**src/logic/uart_defines.svh**
```systemverilog
`ifndef UART_DEFINES_SVH
`define UART_DEFINES_SVH

// main clock in MHz, must be a multiple of 10
`define UART_CLK_MHZ 20

// samples taken per bit period
`define UART_OVERSAMPLE 8

// width of the baud divider field in the configuration
`define UART_BAUD_DIV_W 8

`endif

```
**src/logic/uart_pkg.sv**
```systemverilog
`default_nettype none
`include "uart_defines.svh"

package uart_pkg;

	typedef enum logic [1:0] {
		DATA_8 = 2'd0,
		DATA_7 = 2'd1,
		DATA_6 = 2'd2,
		DATA_5 = 2'd3
	} uart_data_bits_e;

	// codes 1 and 3 are not named but also give two stop bits
	typedef enum logic [1:0] {
		STOP_1 = 2'd0,
		STOP_2 = 2'd2
	} uart_stop_bits_e;

	typedef enum logic [1:0] {
		PAR_ODD   = 2'd0,
		PAR_EVEN  = 2'd1,
		PAR_MARK  = 2'd2,
		PAR_SPACE = 2'd3
	} uart_parity_e;

	typedef struct packed {
		logic [`UART_BAUD_DIV_W-1:0] baud_div;  // 10M/8/baudrate - 1
		uart_data_bits_e data_bits;
		uart_stop_bits_e stop_bits;
		logic parity_en;
		uart_parity_e parity;
	} uart_cfg_t;

	typedef struct packed {
		logic [7:0] data;  // right aligned, unused upper bits zero
		logic parity_err;
		logic frame_err;
	} uart_rx_word_t;

	typedef enum logic [3:0] {
		TX_IDLE, TX_START, TX_DATA, TX_PARITY, TX_STOP0, TX_STOP1, TX_DONE
	} uart_tx_state_e;

	typedef enum logic [3:0] {
		RX_IDLE, RX_START, RX_DATA, RX_PARITY, RX_STOP
	} uart_rx_state_e;

	// index of the last data bit for a width code
	function automatic logic [2:0] uart_last_bit(uart_data_bits_e bits);
		return 3'd7 - {1'b0, bits};
	endfunction

	// parity bit for the active data width, used by both directions
	function automatic logic uart_parity_bit(logic [7:0] data, uart_data_bits_e bits,
			uart_parity_e mode);
		logic [7:0] active;
		active = data & (8'hff >> bits);
		case (mode)
			PAR_ODD:  return ~(^active);
			PAR_EVEN: return ^active;
			PAR_MARK: return 1'b1;
			default:  return 1'b0;
		endcase
	endfunction

endpackage

`default_nettype wire

```
**src/logic/uart_baud_timer.sv**
```systemverilog
`timescale 1ns/100ps
`default_nettype none
`include "uart_defines.svh"

module uart_baud_timer (
	input wire clk,
	input wire rst,
	input wire run,
	input wire [`UART_BAUD_DIV_W-1:0] baud_div,
	output logic mid_tick,
	output logic bit_done
);

	localparam int CLK_DIV = `UART_CLK_MHZ / 10;  // cycles per 100 ns step
	localparam int CLK_DIV_W = (CLK_DIV > 1) ? $clog2(CLK_DIV) : 1;
	localparam int SAMPLE_W = $clog2(`UART_OVERSAMPLE);

	logic [CLK_DIV_W-1:0] clk_cnt;
	logic [`UART_BAUD_DIV_W-1:0] baud_cnt;
	logic [SAMPLE_W-1:0] sample_cnt;
	logic clk_last;
	logic baud_last;
	logic sample_last;

	assign clk_last = clk_cnt == CLK_DIV_W'(CLK_DIV - 1);
	assign baud_last = baud_cnt == baud_div;
	assign sample_last = sample_cnt == SAMPLE_W'(`UART_OVERSAMPLE - 1);

	always_ff @(posedge clk) begin
		if (rst || !run) begin
			clk_cnt <= '0;
			baud_cnt <= '0;
			sample_cnt <= '0;
		end else if (clk_last) begin
			clk_cnt <= '0;
			if (baud_last) begin
				baud_cnt <= '0;
				sample_cnt <= sample_last ? '0 : sample_cnt + 1'b1;  // wraps each bit
			end else begin
				baud_cnt <= baud_cnt + 1'b1;
			end
		end else begin
			clk_cnt <= clk_cnt + 1'b1;
		end
	end

	// first cycle of the middle sample, T/2 cycles into the bit
	assign mid_tick = run && sample_cnt == SAMPLE_W'(`UART_OVERSAMPLE / 2) &&
		clk_cnt == '0 && baud_cnt == '0;

	// last cycle of the bit, so a state change lands exactly on the bit edge
	assign bit_done = run && clk_last && baud_last && sample_last;

endmodule

`default_nettype wire

```
**src/logic/uart_tx.sv**
```systemverilog
`timescale 1ns/100ps
`default_nettype none

module uart_tx (
	input wire clk,
	input wire rst,
	input wire uart_pkg::uart_cfg_t cfg,
	input wire start,
	input wire [7:0] data,
	output logic busy,
	output logic ack,
	output logic tx
);

	import uart_pkg::*;

	uart_tx_state_e state_q;
	uart_tx_state_e state_d;
	logic [7:0] shift_q;
	logic [2:0] bit_cnt;
	logic par_q;
	logic bit_done;

	uart_baud_timer u_timer (
		.clk(clk),
		.rst(rst),
		.run(busy),  // timer only counts during a frame
		.baud_div(cfg.baud_div),
		.mid_tick(),
		.bit_done(bit_done)
	);

	assign busy = state_q != TX_IDLE;
	assign ack = state_q == TX_DONE;  // one cycle, busy drops right after

	always_comb begin
		state_d = state_q;
		case (state_q)
			TX_IDLE: begin
				if (start)
					state_d = TX_START;
			end
			TX_START: begin
				if (bit_done)
					state_d = TX_DATA;
			end
			TX_DATA: begin
				// narrower widths leave early
				if (bit_done && bit_cnt == uart_last_bit(cfg.data_bits))
					state_d = cfg.parity_en ? TX_PARITY : TX_STOP0;
			end
			TX_PARITY: begin
				if (bit_done)
					state_d = TX_STOP0;
			end
			TX_STOP0: begin
				if (bit_done)
					state_d = (cfg.stop_bits == STOP_1) ? TX_DONE : TX_STOP1;
			end
			TX_STOP1: begin
				if (bit_done)
					state_d = TX_DONE;
			end
			TX_DONE: begin
				state_d = TX_IDLE;
			end
			default: begin
				state_d = TX_IDLE;
			end
		endcase
	end

	always_ff @(posedge clk) begin
		if (rst) begin
			state_q <= TX_IDLE;
			bit_cnt <= '0;
		end else begin
			state_q <= state_d;
			if (state_q == TX_START)
				bit_cnt <= '0;
			else if (state_q == TX_DATA && bit_done)
				bit_cnt <= bit_cnt + 1'b1;
		end
	end

	// data and parity are captured with the start strobe
	always_ff @(posedge clk) begin
		if (state_q == TX_IDLE && start) begin
			shift_q <= data;
			par_q <= uart_parity_bit(data, cfg.data_bits, cfg.parity);
		end else if (state_q == TX_DATA && bit_done) begin
			shift_q <= {1'b1, shift_q[7:1]};  // lsb first
		end
	end

	// registered line driver, one cycle behind the state
	always_ff @(posedge clk) begin
		if (rst) begin
			tx <= 1'b1;
		end else begin
			case (state_q)
				TX_START:  tx <= 1'b0;
				TX_DATA:   tx <= shift_q[0];
				TX_PARITY: tx <= par_q;
				default:   tx <= 1'b1;  // stop bits and idle
			endcase
		end
	end

endmodule

`default_nettype wire

```
**src/logic/uart_rx.sv**
```systemverilog
`timescale 1ns/100ps
`default_nettype none

module uart_rx (
	input wire clk,
	input wire rst,
	input wire uart_pkg::uart_cfg_t cfg,
	input wire rx,
	output logic valid,
	output uart_pkg::uart_rx_word_t word
);

	import uart_pkg::*;

	uart_rx_state_e state_q;
	uart_rx_state_e state_d;
	logic [1:0] sync_q;
	logic rx_s;
	logic rx_prev;
	logic [7:0] shift_q;
	logic [7:0] data_al;
	logic [2:0] bit_cnt;
	logic par_q;
	logic run;
	logic mid_tick;
	logic bit_done;

	uart_baud_timer u_timer (
		.clk(clk),
		.rst(rst),
		.run(run),
		.baud_div(cfg.baud_div),
		.mid_tick(mid_tick),
		.bit_done(bit_done)
	);

	assign run = state_q != RX_IDLE;
	assign rx_s = sync_q[1];
	assign data_al = shift_q >> cfg.data_bits;  // bits arrive from the top

	always_comb begin
		state_d = state_q;
		case (state_q)
			RX_IDLE: begin
				if (rx_prev && !rx_s)  // falling edge
					state_d = RX_START;
			end
			RX_START: begin
				if (mid_tick && rx_s)  // line back high, glitch
					state_d = RX_IDLE;
				else if (bit_done)
					state_d = RX_DATA;
			end
			RX_DATA: begin
				if (bit_done && bit_cnt == uart_last_bit(cfg.data_bits))
					state_d = cfg.parity_en ? RX_PARITY : RX_STOP;
			end
			RX_PARITY: begin
				if (bit_done)
					state_d = RX_STOP;
			end
			RX_STOP: begin
				if (mid_tick)  // second stop bit is never checked
					state_d = RX_IDLE;
			end
			default: begin
				state_d = RX_IDLE;
			end
		endcase
	end

	always_ff @(posedge clk) begin
		if (rst) begin
			sync_q <= 2'b11;  // line idles high
			rx_prev <= 1'b1;
			state_q <= RX_IDLE;
			bit_cnt <= '0;
			valid <= 1'b0;
		end else begin
			sync_q <= {sync_q[0], rx};
			rx_prev <= rx_s;
			state_q <= state_d;
			if (state_q == RX_START)
				bit_cnt <= '0;
			else if (state_q == RX_DATA && bit_done)
				bit_cnt <= bit_cnt + 1'b1;
			valid <= state_q == RX_STOP && mid_tick;
		end
	end

	always_ff @(posedge clk) begin
		if (mid_tick) begin
			if (state_q == RX_DATA)
				shift_q <= {rx_s, shift_q[7:1]};
			if (state_q == RX_PARITY)
				par_q <= rx_s;
		end
	end

	// result is taken at the middle of the first stop bit
	always_ff @(posedge clk) begin
		if (state_q == RX_STOP && mid_tick) begin
			word.data <= data_al;
			word.parity_err <= cfg.parity_en &&
				(par_q != uart_parity_bit(data_al, cfg.data_bits, cfg.parity));
			word.frame_err <= !rx_s;
		end
	end

endmodule

`default_nettype wire

```
**src/logic/uart_core.sv**
```systemverilog
`timescale 1ns/100ps
`default_nettype none

module uart_core (
	input wire clk,
	input wire rst,
	input wire uart_pkg::uart_cfg_t cfg,  // held stable during a frame
	input wire tx_start,
	input wire [7:0] tx_data,
	output logic tx_busy,
	output logic tx_ack,
	output logic tx,
	input wire rx,
	output logic rx_valid,
	output uart_pkg::uart_rx_word_t rx_word
);

	// both directions share the frame settings
	uart_tx u_tx (
		.clk(clk),
		.rst(rst),
		.cfg(cfg),
		.start(tx_start),  // ignored while busy
		.data(tx_data),
		.busy(tx_busy),
		.ack(tx_ack),
		.tx(tx)
	);

	uart_rx u_rx (
		.clk(clk),
		.rst(rst),
		.cfg(cfg),
		.rx(rx),
		.valid(rx_valid),
		.word(rx_word)
	);

endmodule

`default_nettype wire

```
**config.mk**
```make
export PLATFORM = sky130hd
export DESIGN_NAME = uart_core
export DESIGN_NICKNAME = d
export VERILOG_FILES = /design/src/logic/uart_pkg.sv /design/src/logic/uart_baud_timer.sv /design/src/logic/uart_tx.sv /design/src/logic/uart_rx.sv /design/src/logic/uart_core.sv
export VERILOG_INCLUDE_DIRS = /design/src /design/src/logic
export SDC_FILE = /design/constraint.sdc
export NUM_CORES = 1
export LEC_CHECK = 0
export BUFFER_PORTS_ARGS = -buffer_cell sky130_fd_sc_hd__clkbuf_2
export CAP_MARGIN = 20
export CORE_ASPECT_RATIO = 0.8
export CORE_MARGIN = 5
export CORE_UTILIZATION = 35
export CTS_BUF_LIST = sky130_fd_sc_hd__clkbuf_8 sky130_fd_sc_hd__clkbuf_16
export DETAILED_ROUTE_END_ITERATION = 7
export GPL_TIMING_DRIVEN = 0
export PLACE_DENSITY_LB_ADDON = 0.15
export SLEW_MARGIN = 20
export SYNTH_ARGS = -nofsm -noshare
export SYNTH_HDL_FRONTEND = slang
export SYNTH_HIERARCHICAL = 1
export SYNTH_SLANG_ARGS = --single-unit
```
**constraint.sdc**
```tcl
create_clock -name clk -period 3.2 [get_ports clk]
set_input_delay 0.48 -clock clk [delete_from_list [all_inputs] [get_ports clk]]
set_output_delay 0.48 -clock clk [all_outputs]
set_load 0.01 [all_outputs]
```
==> results.txt <==
first-pass GRT wire length = 12.81 mm
slew of the pin with the lowest slew margin = 0.6410 ns
maximum vdd drop = 0.0002520 V
Max Clock Freq = 355.7 MHz
Post-Layout Cell Count = 549
Max clock buf depth = 2
Cells after Synth = 348
Reg-to-Reg End = u_rx/state_q[0]
Min-Delay Startpoint = rx
reg2reg start = u_rx/u_timer/clk_cnt
WL final = 7.400 mm
die area = 13150 um2
Period minus WS final = 2.812 ns
Tcrit/Tclk final = 87.86%
Num CTS Buffers = 9
WL/cell = 13.48 um
Antenna diodes = 0
clk slew on worst S/H paths = 0.06 ns
H-tree Lvls = 3
Hold Crit Class = primary input to register
DRC violations left = 0
Hold Crit Depth = 2
Worst Skew = 0.007550 ns
commonest non-fill, non-tap cells in the layout = 41 x clkbuf_2, 41 x dfxtp_1, 28 x edfxtp_1
grt ovf = 0
Area Growth Syn to Fin = 17.45%
Setup crit end kind = register
CTS sink cnt = 69
Avg Inst Size Synth = 11.01 um2
NumNets Final = 439
Synth Cell Area = 3830 um2
CTS tree = yes
initial antenna violation count = 0
CTS root buf = clkbuf_16
layout cells sized above 1 = 26.91%
Max Cap Violations = 0
Total Routing Usage GR = 11.72%
Placed Cells = 533
post-synthesis net count = 387
crit-path max FO = 10
Port Buffers = 40
Hold Crit Endpoint = u_rx/sync_q[0]
vias per std cell = 4.842
static leakage = 1.663 nW
iteration count of the initial detailed-routing pass = 4
Final Wtd Congestion = 0.7257
cells on worst reg2reg path = 10
max-slew violations = 0
Core Area = 10810 um2
Reg2Reg Setup Slack = 0.39 ns
outcome = finished, final reports clean
max_slew headroom = 57.18%
vias in the first global route = 2628
CP Class = register to register
clk_lat worst skew = 0.33 ns
final setup fails = 0
I/O pin count = 41
Post-CTS Repair Setup Buffers = 0
Die Wd = 127.0 um
Initial Util = 35.44%
CP startpoint kind = register
final hold violation count = 0
post-DP HPWL = 5.588 mm
RSZ-0062 raised after global routing = no
Post-DRT Antenna Nets = 0
drt first-iter violations = 117
Syn. warnings = 6
P per Cell Area = 503.2 nW/um2
Worst Path Required = 3.44 ns
Via Count = 2658
die height = 103.6 um
hold_ws = 0.3542 ns
Core Rows = 34
Crit path arrival time = 3.05 ns
largest net degree at the start of global routing = 16
## per-stage QoR
| step | utilization, % | setup TNS, ns | power [mW] | setup slack [ns] | area, um2 |
|---|---|---|---|---|---|
| 2_1_floorplan | - | 0 | 1.291 | 0.4602 | 3830 |
| 3_3_place_gp | 38.96 | -3.845 | 1.390 | -0.3567 | 4210 |
| 3_5_place_dp | 39.09 | 0 | 1.396 | 0.08875 | 4224 |
| 4_1_cts | 41.57 | 0 | 2.302 | 0.2336 | 4492 |
| 5_1_grt | 41.63 | 0 | 2.385 | 0.05667 | 4498 |
| 6_report | 41.63 | 0 | 2.263 | 0.3883 | 4498 |
## state kept, by name, summed over array words and instances (netlist names), 2 cells and up
name / count
u_rx/bit_cnt: 3
u_tx/bit_cnt: 3
u_tx/shift_q: 8
u_rx/state_q: 3
u_rx/sync_q: 2
u_rx/shift_q: 8
u_tx/state_q: 3
u_tx/u_timer/baud_cnt: 8
u_rx/u_timer/baud_cnt: 8
u_tx/u_timer/sample_cnt: 3
u_rx/word: 10
u_rx/u_timer/sample_cnt: 3
## power breakdown
group          total, mW  internal (mW)  switching, mW  leakage (nW)
clock network      0.887          0.518          0.370         0.127
registers          0.972          0.958         0.0136         0.588
logic              0.404          0.172          0.232         0.948
total               2.26           1.65          0.615          1.66
## critical path, stage by stage, from the launching register on
cell and delay, ns:
dfxtp_1 0.29, buf_2 0.17, nor4_1 0.33, nand4_1 0.14, nor3_1 0.47, nand2_1 0.15
a21o_1 0.22, a221oi_1 0.47, nor2b_1 0.23, nor2_1 0.06, a211oi_1 0.20
## cell type report
cell class                      count  area (um2)
Buffer                             14       91.34
Timing Repair Buffer               41       207.7
Fill cell                        1069        6307
Clock buffer                        9       225.2
Clock inverter                      7       42.54
Multi-Input combinational cell    249        2029
Tap cell                          144       180.2
Inverter                           16       60.06
Sequential cell                    69        1662
## routing by layer
metal  wire length [um]  GRT usage (%)  share of wire (%)
met2               3279          16.99                 44
met3                267          2.881                3.6
met4                 91          4.135                1.2
met1               3761          16.91                 51
met5                  0              0                  0
## worst max-delay path by stage
stage,end,from
2_1_floorplan,u_rx/word[0],u_rx/u_timer/clk_cnt
3_3_place_gp,u_rx/word[5],u_rx/u_timer/clk_cnt
3_5_place_dp,u_tx/shift_q[1],cfg[13]
4_1_cts,u_tx/shift_q[2],u_tx/u_timer/baud_cnt[1]
5_1_grt,u_rx/state_q[0],u_rx/u_timer/clk_cnt
6_report,u_rx/state_q[0],u_rx/u_timer/clk_cnt
## what timing repair did
item / 4_1_cts / 5_1_grt
hold buffers: 0 / 0
setup endpoints to repair: 0 / 8
resized for setup: 0 / 1
Note: power is estimated with default switching activity, not from simulation.
